<file path="src/logic/sad_pkg.sv">
package sad_pkg;

    // reference depth, also the sliding window length
    localparam int REF_SAMPLES = 16;

    // one ADC sample and one reference sample
    localparam int SAMPLE_BITS = 8;

    // accumulator and threshold, top bit marks saturation
    localparam int SAD_WIDTH = 12;

    // window phase runs 0 .. REF_SAMPLES-1
    localparam int PHASE_WIDTH = 4;

    // byte index on the register port
    localparam int BYTECNT_WIDTH = 4;

    // trigger event counter in the status register
    localparam int TRIG_COUNT_WIDTH = 16;

    // register address map
    typedef enum logic [7:0] {
        REG_REFERENCE         = 8'h00,
        REG_THRESHOLD         = 8'h01,
        REG_STATUS            = 8'h02,
        REG_MULTIPLE_TRIGGERS = 8'h03,
        REG_ALWAYS_ARMED      = 8'h04,
        REG_REF_SAMPLES       = 8'h05
    } sad_reg_e;

endpackage

</file>
<file path="src/logic/sad_config_regs.sv">
`timescale 1ns/1ps

module sad_config_regs (
    input  logic                                          adc_sampleclk,
    input  logic                                          reset,
    input  sad_pkg::sad_reg_e                             reg_address,
    input  logic [sad_pkg::BYTECNT_WIDTH-1:0]             reg_bytecnt,
    input  logic [7:0]                                    reg_datai,
    input  logic                                          reg_read,
    input  logic                                          reg_write,
    input  logic                                          triggered,
    input  logic [sad_pkg::TRIG_COUNT_WIDTH-1:0]          trig_count,
    output logic [7:0]                                    reg_datao,
    output logic [sad_pkg::REF_SAMPLES*sad_pkg::SAMPLE_BITS-1:0] reference,
    output logic [sad_pkg::SAD_WIDTH-1:0]                 threshold,
    output logic                                          multiple_triggers,
    output logic                                          always_armed,
    output logic                                          status_clear
);

    import sad_pkg::*;

    logic [15:0] threshold_wide;
    logic [23:0] status_word;

    assign threshold_wide = 16'(threshold);
    // byte 0 bit 0 is the flag, bytes 1 and 2 the event count
    assign status_word = {trig_count, 7'b0, triggered};

    // byte writes from the host
    always_ff @(posedge adc_sampleclk) begin
        if (reset) begin
            reference         <= '0;
            threshold         <= '0;
            multiple_triggers <= 1'b0;
            always_armed      <= 1'b0;
            status_clear      <= 1'b0;
        end else begin
            status_clear <= reg_write && (reg_address == REG_STATUS);
            if (reg_write) begin
                case (reg_address)
                    REG_REFERENCE:
                        reference[reg_bytecnt*SAMPLE_BITS +: SAMPLE_BITS] <= reg_datai;
                    REG_THRESHOLD: begin
                        // low byte first
                        if (reg_bytecnt == 0)
                            threshold[7:0] <= reg_datai;
                        else if (reg_bytecnt == 1)
                            threshold[SAD_WIDTH-1:8] <= reg_datai[SAD_WIDTH-9:0];
                    end
                    REG_MULTIPLE_TRIGGERS: multiple_triggers <= reg_datai[0];
                    REG_ALWAYS_ARMED:      always_armed      <= reg_datai[0];
                    default: ;
                endcase
            end
        end
    end

    // read-back mux, zero unless a read is in progress
    always_comb begin
        reg_datao = 8'h00;
        if (reg_read) begin
            case (reg_address)
                REG_REFERENCE:
                    reg_datao = reference[reg_bytecnt*SAMPLE_BITS +: SAMPLE_BITS];
                REG_THRESHOLD:
                    reg_datao = (reg_bytecnt < 2) ? threshold_wide[reg_bytecnt*8 +: 8] : 8'h00;
                REG_STATUS:
                    reg_datao = (reg_bytecnt < 3) ? status_word[reg_bytecnt*8 +: 8] : 8'h00;
                REG_MULTIPLE_TRIGGERS: reg_datao = {7'b0, multiple_triggers};
                REG_ALWAYS_ARMED:      reg_datao = {7'b0, always_armed};
                REG_REF_SAMPLES:
                    reg_datao = (reg_bytecnt == 0) ? 8'(REF_SAMPLES) : 8'h00;
                default: reg_datao = 8'h00;
            endcase
        end
    end

    // host side never reads and writes together
    a_no_read_write: assert property (@(posedge adc_sampleclk) disable iff (reset)
        !(reg_read && reg_write));

endmodule

</file>
<file path="src/logic/sad_sample_gate.sv">
`timescale 1ns/1ps

module sad_sample_gate (
    input  logic                              adc_sampleclk,
    input  logic                              reset,
    input  logic                              armed,
    input  logic                              active,
    input  logic                              adc_error,
    input  logic                              always_armed,
    input  logic [sad_pkg::SAMPLE_BITS-1:0]   adc_data,
    output logic [sad_pkg::SAMPLE_BITS-1:0]   sample,
    output logic                              sample_valid,
    output logic [sad_pkg::PHASE_WIDTH-1:0]   phase,
    output logic                              window_full,
    output logic                              arm_start
);

    import sad_pkg::*;

    logic                   accept;
    logic                   armed_r;
    // consecutive accepted samples, saturates one short of a window
    logic [PHASE_WIDTH-1:0] fill;

    assign accept = (armed || always_armed) && active && !adc_error;

    always_ff @(posedge adc_sampleclk) begin
        if (accept)
            sample <= adc_data;
    end

    always_ff @(posedge adc_sampleclk) begin
        if (reset) begin
            sample_valid <= 1'b0;
            phase        <= '0;
            fill         <= '0;
            window_full  <= 1'b0;
            armed_r      <= 1'b0;
            arm_start    <= 1'b0;
        end else begin
            armed_r      <= armed;
            arm_start    <= armed && !armed_r;
            sample_valid <= accept;
            if (accept) begin
                // previous sample accepted means no gap, keep counting
                if (sample_valid && phase != PHASE_WIDTH'(REF_SAMPLES - 1))
                    phase <= phase + 1'b1;
                else
                    phase <= '0;
                if (fill != PHASE_WIDTH'(REF_SAMPLES - 1))
                    fill <= fill + 1'b1;
                window_full <= (fill == PHASE_WIDTH'(REF_SAMPLES - 1));
            end else begin
                fill        <= '0;
                window_full <= 1'b0;
            end
        end
    end

    // a full window needs back-to-back samples
    a_full_needs_run: assert property (@(posedge adc_sampleclk) disable iff (reset)
        window_full |-> sample_valid && $past(sample_valid));

endmodule

</file>
<file path="src/logic/sad_counter_bank.sv">
`timescale 1ns/1ps

module sad_counter_bank (
    input  logic                                          adc_sampleclk,
    input  logic                                          reset,
    input  logic [sad_pkg::SAMPLE_BITS-1:0]               sample,
    input  logic                                          sample_valid,
    input  logic [sad_pkg::PHASE_WIDTH-1:0]               phase,
    input  logic                                          window_full,
    input  logic [sad_pkg::REF_SAMPLES*sad_pkg::SAMPLE_BITS-1:0] reference,
    output logic [sad_pkg::SAD_WIDTH-1:0]                 sad_value,
    output logic                                          sad_valid
);

    import sad_pkg::*;

    // difference stage control
    logic                   diff_valid;
    logic                   diff_full;
    logic [PHASE_WIDTH-1:0] diff_phase;
    logic [PHASE_WIDTH-1:0] finish_idx;

    // each counter's sum including the current term
    logic [SAD_WIDTH-1:0]   total [REF_SAMPLES];

    always_ff @(posedge adc_sampleclk) begin
        if (reset) begin
            diff_valid <= 1'b0;
            diff_full  <= 1'b0;
            diff_phase <= '0;
        end else begin
            diff_valid <= sample_valid;
            diff_full  <= sample_valid && window_full;
            if (sample_valid)
                diff_phase <= phase;
        end
    end

    genvar c;
    generate
        for (c = 0; c < REF_SAMPLES; c++) begin : gen_counter
            logic [PHASE_WIDTH-1:0] ref_idx;
            logic [SAMPLE_BITS-1:0] ref_sample;
            logic [SAMPLE_BITS-1:0] diff;
            logic [SAD_WIDTH-1:0]   acc;

            // counter c sees reference sample (phase - c) mod REF_SAMPLES
            assign ref_idx    = phase - PHASE_WIDTH'(c);
            assign ref_sample = reference[ref_idx*SAMPLE_BITS +: SAMPLE_BITS];

            always_ff @(posedge adc_sampleclk) begin
                if (sample_valid) begin
                    if (sample > ref_sample)
                        diff <= sample - ref_sample;
                    else
                        diff <= ref_sample - sample;
                end
            end

            // restart at its own phase, hold once the saturation bit is set
            always_comb begin
                if (diff_phase == PHASE_WIDTH'(c))
                    total[c] = SAD_WIDTH'(diff);
                else if (acc[SAD_WIDTH-1])
                    total[c] = acc;
                else
                    total[c] = acc + SAD_WIDTH'(diff);
            end

            always_ff @(posedge adc_sampleclk) begin
                if (diff_valid)
                    acc <= total[c];
            end
        end
    endgenerate

    // counter whose last term lands on this phase
    assign finish_idx = diff_phase + 1'b1;

    always_ff @(posedge adc_sampleclk) begin
        if (diff_valid)
            sad_value <= total[finish_idx];
    end

    always_ff @(posedge adc_sampleclk) begin
        if (reset)
            sad_valid <= 1'b0;
        else
            sad_valid <= diff_valid && diff_full;
    end

    // a new result stream starts two edges behind an accepted sample
    a_result_follows_sample: assert property (@(posedge adc_sampleclk) disable iff (reset)
        $rose(sad_valid) |-> $past(sample_valid, 2));

endmodule

</file>
<file path="src/logic/sad_trigger_control.sv">
`timescale 1ns/1ps

module sad_trigger_control (
    input  logic                                   adc_sampleclk,
    input  logic                                   reset,
    input  logic [sad_pkg::SAD_WIDTH-1:0]          sad_value,
    input  logic                                   sad_valid,
    input  logic [sad_pkg::SAD_WIDTH-1:0]          threshold,
    input  logic                                   multiple_triggers,
    input  logic                                   status_clear,
    input  logic                                   arm_start,
    output logic                                   trigger,
    output logic                                   triggered,
    output logic [sad_pkg::TRIG_COUNT_WIDTH-1:0]   trig_count
);

    logic trigger_r;

    always_ff @(posedge adc_sampleclk) begin
        if (reset) begin
            trigger    <= 1'b0;
            trigger_r  <= 1'b0;
            triggered  <= 1'b0;
            trig_count <= '0;
        end else begin
            trigger_r <= trigger;
            // lockout after the first event unless multiple triggers are allowed
            trigger <= sad_valid && (sad_value <= threshold)
                       && !(triggered && !multiple_triggers);

            if (status_clear || arm_start) begin
                triggered  <= 1'b0;
                trig_count <= '0;
            end else if (trigger && !trigger_r) begin
                triggered  <= 1'b1;
                trig_count <= trig_count + 1'b1;
            end
        end
    end

    // single-trigger mode only fires from an empty event count
    a_lockout: assert property (@(posedge adc_sampleclk) disable iff (reset)
        $rose(trigger) && !$past(multiple_triggers) |-> trig_count == '0);

endmodule

</file>
<file path="src/logic/sad_trigger_top.sv">
`timescale 1ns/1ps

module sad_trigger_top (
    input  logic                                adc_sampleclk,
    input  logic                                reset,
    input  logic                                armed,
    input  logic                                active,
    input  logic                                adc_error,
    input  logic [sad_pkg::SAMPLE_BITS-1:0]     adc_data,
    input  sad_pkg::sad_reg_e                   reg_address,
    input  logic [sad_pkg::BYTECNT_WIDTH-1:0]   reg_bytecnt,
    input  logic [7:0]                          reg_datai,
    input  logic                                reg_read,
    input  logic                                reg_write,
    output logic [7:0]                          reg_datao,
    output logic                                trigger
);

    import sad_pkg::*;

    // register file outputs
    logic [REF_SAMPLES*SAMPLE_BITS-1:0] reference;
    logic [SAD_WIDTH-1:0]               threshold;
    logic                               multiple_triggers;
    logic                               always_armed;
    logic                               status_clear;

    // status back from the trigger stage
    logic                               triggered;
    logic [TRIG_COUNT_WIDTH-1:0]        trig_count;

    // stage 1 to stage 2
    logic [SAMPLE_BITS-1:0]             sample;
    logic                               sample_valid;
    logic [PHASE_WIDTH-1:0]             phase;
    logic                               window_full;
    logic                               arm_start;

    // stage 2 to stage 3
    logic [SAD_WIDTH-1:0]               sad_value;
    logic                               sad_valid;

    sad_config_regs u_regs (
        .adc_sampleclk, .reset, .reg_address, .reg_bytecnt, .reg_datai,
        .reg_read, .reg_write, .triggered, .trig_count, .reg_datao,
        .reference, .threshold, .multiple_triggers, .always_armed, .status_clear
    );

    sad_sample_gate u_gate (
        .adc_sampleclk, .reset, .armed, .active, .adc_error, .always_armed,
        .adc_data, .sample, .sample_valid, .phase, .window_full, .arm_start
    );

    sad_counter_bank u_bank (
        .adc_sampleclk, .reset, .sample, .sample_valid, .phase, .window_full,
        .reference, .sad_value, .sad_valid
    );

    sad_trigger_control u_trig (
        .adc_sampleclk, .reset, .sad_value, .sad_valid, .threshold,
        .multiple_triggers, .status_clear, .arm_start, .trigger, .triggered, .trig_count
    );

endmodule

</file>
<file path="config.mk">
export PLATFORM = sky130hd
export DESIGN_NAME = sad_trigger_top
export DESIGN_NICKNAME = d
export VERILOG_FILES = /design/src/logic/sad_pkg.sv /design/src/logic/sad_config_regs.sv /design/src/logic/sad_sample_gate.sv /design/src/logic/sad_counter_bank.sv /design/src/logic/sad_trigger_control.sv /design/src/logic/sad_trigger_top.sv
export SDC_FILE = /design/constraint.sdc
export NUM_CORES = 2
export LEC_CHECK = 0
export ABC_CLOCK_PERIOD_IN_PS = 5400
export BUFFER_PORTS_ARGS = -buffer_cell sky130_fd_sc_hd__buf_2
export CAP_MARGIN = 5
export CORE_MARGIN = 2
export CORE_UTILIZATION = 36
export DETAILED_ROUTE_END_ITERATION = 8
export PLACE_DENSITY = 0.51
export SYNTH_ARGS = -nofsm -noshare
export SYNTH_HDL_FRONTEND = slang
export SYNTH_SLANG_ARGS = --single-unit
export TNS_END_PERCENT = 100
</file>
<file path="constraint.sdc">
create_clock -name adc_sampleclk -period 5.4 [get_ports adc_sampleclk]
set_clock_uncertainty 0.1 [all_clocks]
set_input_delay 1.62 -clock adc_sampleclk [delete_from_list [all_inputs] [get_ports adc_sampleclk]]
set_output_delay 1.62 -clock adc_sampleclk [all_outputs]
set_load 0.01 [all_outputs]
</file>
-- After elaboration in Yosys (flattened, before gate mapping)
Index checks and enable logic that the tools add are counted.
- flip-flop bits (word level): 521
- bits of input ports: 35
- logic and storage cells: 276
- add/sub/neg operators: 68
- magnitude comparators: 20
- equality and inequality tests: 24
- shift operators: 21
- mux-type cells: 58
- bitwise operators: 3
- reductions and logical operators: 28
- operator list (operator ; number):
    128-bit by 8-bit indexed part select with 8-bit output ; 17
    12-bit two-way mux ; 34
    8-bit subtractor ; 32
    12-bit by 8-bit adder with 12-bit output ; 16
    8-bit two-way mux ; 19
    128-bit bitwise mux ; 1
    8-bit > comparator ; 16
    8-bit by 34-bit variable shift with 128-bit output (first input constant) ; 1
    8-bit by 34-bit indexed part select with 128-bit output ; 1
    12-bit binary-select mux with 4-bit select ; 1
    8-bit case mux with 6 select lines ; 1
    4-bit equality test (second input constant) ; 9
    7-bit negation with 34-bit output ; 1
    4-bit subtractor (second input constant) ; 8
    24-bit by 8-bit indexed part select with 8-bit output ; 1
    16-bit by 1-bit adder with 16-bit output (second input constant) ; 1
    4-bit by 3-bit equality test with 1-bit output (second input constant) ; 4
    8-bit by 2-bit equality test with 1-bit output (second input constant) ; 2
    8-bit by 3-bit equality test with 1-bit output (second input constant) ; 2
    16-bit by 8-bit indexed part select with 8-bit output ; 1
    4-bit by 3-bit subtractor with 4-bit output (second input constant) ; 4
    4-bit by 1-bit adder with 4-bit output (second input constant) ; 3
    12-bit less-or-equal comparator ; 1
    1-bit logical AND ; 11
    20 further kinds ; 35

-- Depth between registers and ports, before layout
- word-level depth: 6
- mapped depth: 24
- depth with buffers taken out: 17

-- Hierarchy
Synthesis repeated with hierarchy kept, for this count alone.
- cell total of the unflattened synthesis: 5144
- area, all modules: 49319.8 um^2
- modules (own cells, without submodules) (module ; instances ; cells each ; area each (um^2)):
    sad_counter_bank ; 1 ; 4143 ; 39596.7
    sad_config_regs ; 1 ; 807 ; 7857.5
    sad_trigger_control ; 1 ; 132 ; 1122.3
    sad_sample_gate ; 1 ; 62 ; 743.2

-- Least setup slack after synthesis
OpenSTA, ideal clock, no wires.
- kind: register to register
- start point: register u_gate.phase[0] (netlist bit)
- end point: register u_bank.gen_counter[7].diff[5] (data pin)
- setup time: 0.260 ns
- data arrival time: 5.607 ns
- data required time: 5.040 ns
- slack: -0.567 ns
- stages on the path, launching flop included: 23
- path buffers: 6
- clock period less this slack: 5.967 ns
- cells stage by stage: dfxtp_1 buf_2 buf_1 buf_2 buf_2 inv_1 ha_1 buf_2 buf_2 mux4_2 mux2i_1 mux2_2 inv_1 ha_1 fa_1 nor2b_1 o31a_1 o211ai_1 a21oi_1 mux2_2 a221o_1 a31oi_1 xnor2_1
- word-level cells in the longest chain between the ends: 4
- ends and longest elaborated chain (item ; line ; text):
    start, declared ; sad_sample_gate.sv:13 ; output logic [sad_pkg::PHASE_WIDTH-1:0] phase,
    start signal, assigned ; sad_sample_gate.sv:47 ; phase <= phase + 1'b1;
    4-bit by 3-bit subtractor with 4-bit output * ; sad_counter_bank.sv:48 ; assign ref_idx = phase - PHASE_WIDTH'(c);
    128-bit by 8-bit indexed part select with 8-bit output * ; sad_counter_bank.sv:49 ; assign ref_sample = reference[ref_idx*SAMPLE_BITS +: SAMPLE_BITS];
    8-bit subtractor, or another cell as far along ; sad_counter_bank.sv:56 ; diff <= ref_sample - sample;
    8-bit two-way mux * ; sad_counter_bank.sv:53 ; if (sample > ref_sample)
    end signal, assigned ; sad_counter_bank.sv:54 ; diff <= sample - ref_sample;
    end signal, assigned ; sad_counter_bank.sv:56 ;
    end, declared ; sad_counter_bank.sv:44 ; logic [SAMPLE_BITS-1:0] diff;
Mark *: on every way between the ends. The rest lies on a longest branch, timed or not.
A chain may end at the register's enable or synchronous reset.

-- Worst setup path after layout
- start point: input port reg_bytecnt[0] (netlist bit)
- end point: output port reg_datao[6]
- word-level cells in the longest chain between the ends: 4
- ends and longest elaborated chain (item ; line ; text):
    start, declared ; sad_trigger_top.sv:11 ; input logic [sad_pkg::BYTECNT_WIDTH-1:0] reg_bytecnt,
    parallel branches: the longest is 2 deep, another holds 128-bit by 8-bit indexed part select with 8-bit output ; n/a ;
    8-bit case mux with 6 select lines * ; sad_config_regs.sv:63 ; case (reg_address)
    8-bit two-way mux * ; sad_config_regs.sv:62 ; if (reg_read) begin
    end, declared ; sad_trigger_top.sv:15 ; output logic [7:0] reg_datao,
Every way passes the cells marked *.

==> flow_summary.ini <==
[place]
dp.cells = 6860
port_buffers = 43
place_ws_ns = -0.0797
place.gp.congestion = 0.914
post-dp-hpwl_um = 131000

[global_routing]
overflow = 0
grt_usage = 0.241
grt_max_degree = 147
grt_pass1_vias = 37600
grt_pass1_wl_um = 247000
antenna_found_initial = 0

[clock_tree]
cts_tree = yes
clk_pin_slew_ns = 0.05
htreeDepth = 3
clockBufferDepth = 3
numClockSinks = 521
cts-root-buf = clkbuf_16
cts_buffers = 67
clock_latency_ns = 0.66

[timing]
slew_violations = 0
finalSetupViolations = 0
hold_violations = 0
max_slew.worst_pin.slew_ns = 1.12
slew_headroom = 0.254
rsz0062_at_grt = false
max_freq_ghz = 0.186
finalCritPeriodShare = 0.993
fin_ws_ns = 0.0376
period_needed_ns = 5.36

[die]
coreArea_um2 = 132000
io_pins = 44
start_util = 0.364
die_area_um2 = 136000
die_w_um = 369
rows = 133
die_y_um = 369

[yosys]
avgSynthCellArea_um2 = 9.41
synth_area_um2 = 47900
yosys-top-cells-area = edfxtp_1 (21%), ha_1 (10%), mux4_2 (9.8%), dfxtp_1 (7.6%), mux2i_1 (6.0%)
ys_warn_count = 0
async_flop_share = 0
netlist.area_leader.share = 0.213
synth_edf_count = 340
ys_seq_area_frac = 0.289
synthCells = 5093
ys_dominant_reg_cell = edfxtp_1
ys_seq_elements = 521
synth_fp_nets = 5576
synth.distinct_cells = 91
yosys.area.top_type = edfxtp_1

[cells_and_area]
layout-drive-gt1-share = 0.143
fillers = 13100
insertedDiodeCount = 0
final_core_util = 0.408
layout_common_cells = nand2_1 (398), ha_1 (397), nor2_1 (386)
multi_input_area_um2 = 31900
fin_cells = 6986
nNetsFinal = 5662
areaGrowthSynthToFinish_pct = 12.1
layout_commonest_cell = nand2_1
seq_area_um2 = 13800

[drt]
wl_per_cell_um = 24.1
drc = 0
dr_wl_met3_um = 9290
ant_nets = 0
wl_met2_um = 76600
top_layer_used = met4
routed_wl_um = 168000
drt_pass1_iterations = 6
viasPerCell = 5.82
drt_iter0_drc = 3645
vias = 40700
drt-met1-wl_um = 76300

[critical_path]
worst_setup_path_end_kind = output port
path_max_fanout = 7
worstPathArrival_ns = 3.64
startpoint_type = input port
worstPathRequired_ns = 3.68
worstSetupPathType = in -> out

[power]
p_leak_nw = 20.9
power.density_nw_per_um2 = 195
vdd_drop_max_mv = 0.244
power_mw = 10.5

[worst_hold_path]
hold_class = reg -> reg

[run_status]
status = completed

[flow_run]
cap_violations = 0
==> what timing repair did <==
item,4_1_cts,5_1_grt
endpoints found under the setup margin,6,8
pin swaps,2,2
cloned,1,0
setup buffers,0,4
resized for setup,10,7
hold buffers,0,0
==> cell type report <==
class	count	share of cell area
Multi-Input combinational cell	3958	0.594
Sequential cell	521	0.258
Tap cell	1755	0.0409
Timing Repair Buffer	268	0.0393
Clock buffer	89	0.0349
Inverter	363	0.0254
Clock inverter	32	0.00801
==> path summary, 6_finish.rpt <==
path                                                           endpoint  slack [ns]                    startpoint  cells past startpoint
worst max-delay path                                       reg_datao[6]        0.04                reg_bytecnt[0]                      8
worst min-delay path                        u_gate.arm_start$_SDFF_PP0_        0.28     u_gate.armed_r$_SDFF_PP0_                      1
worst max register to register  u_bank.gen_counter[0].diff[7]$_DFFE_PP_        0.32  u_gate.phase[0]$_SDFFE_PP0P_                     15
worst min register to register              u_gate.arm_start$_SDFF_PP0_        0.28     u_gate.armed_r$_SDFF_PP0_                      1
==> kinds of logic after synthesis <==
kind of cell | count (synthesis) | synth area share
xor gates and xnor gates | 172 | 0.0314
adders and majority gates | 448 | 0.124
muxes | 580 | 0.178
AOI/OAI and AO/OA | 1303 | 0.179
and+or+nand+nor | 1455 | 0.150
buffers and inverters | 614 | 0.0497
DFF | 521 | 0.289
==> metal layers <==
layer / global-route usage / vias to the layer above
li1: - / 19200
met1: 0.337 / 19900
met2: 0.383 / 1323
met3: 0.0259 / 203
met4: 0.0873 / 0
met5: 0 / -
==> through the flow <==
step                instance area (um^2)  hold WS, ns  setup TNS [ns]
floorplan                          48000        0.267               0
global placement                   51300        0.271          -0.367
detailed placement                 51300        0.277          -0.214
CTS                                53700        0.285               0
global route                       53700        0.300               0
finish                             53700        0.282               0
==> worst max-delay path, stage by stage <==
cell      delay [ns]
buf_12          0.10
buf_12          0.12
mux4_2          0.50
mux4_2          0.59
a222oi_1        0.37
buf_4           0.18
nor2b_1         0.04
buf_2           0.13
==> power by group <==
group	switching, mW	leakage [nW]	internal, mW
clock network	1.95	1.12	2.89
logic	0.763	15.2	0.516
registers	0.0568	4.54	4.31
==> sequential cells by signal, indices dropped and copies added (netlist names), 4 cells and up <==
register,flops
u_regs.reference,128
u_bank.diff_phase,4
u_regs.threshold,12
u_gate.sample,8
u_bank.gen_counter.acc,192
u_bank.gen_counter.diff,128
u_bank.sad_value,12
u_gate.fill,4
u_trig.trig_count,16
u_gate.phase,4
==> synthesized netlist by cell type (23+ instances only) <==
cell type / count
o21ai_0: 235
o211ai_1: 62
nand2b_1: 46
dfxtp_1: 181
edfxtp_1: 340
and4_1: 31
nor2_1: 387
nand4_1: 35
nand2_1: 398
or3_1: 35
nor3b_1: 24
and2_1: 74
nand3_1: 114
ha_1: 400
mux2_2: 86
mux4_2: 208
xnor2_1: 117
a21o_1: 105
clkbuf_1: 169
xor2_1: 55
mux2i_1: 286
a31oi_1: 60
a211oi_1: 120
nor2b_1: 83
nor3_1: 103
o21a_1: 70
a21oi_1: 346
o31a_1: 27
fa_1: 48
o21bai_1: 27
buf_2: 58
inv_1: 359
a221oi_1: 31
and3_1: 24
buf_1: 23
o31ai_1: 29
No activity file was read; power rests on OpenSTA's default activity.
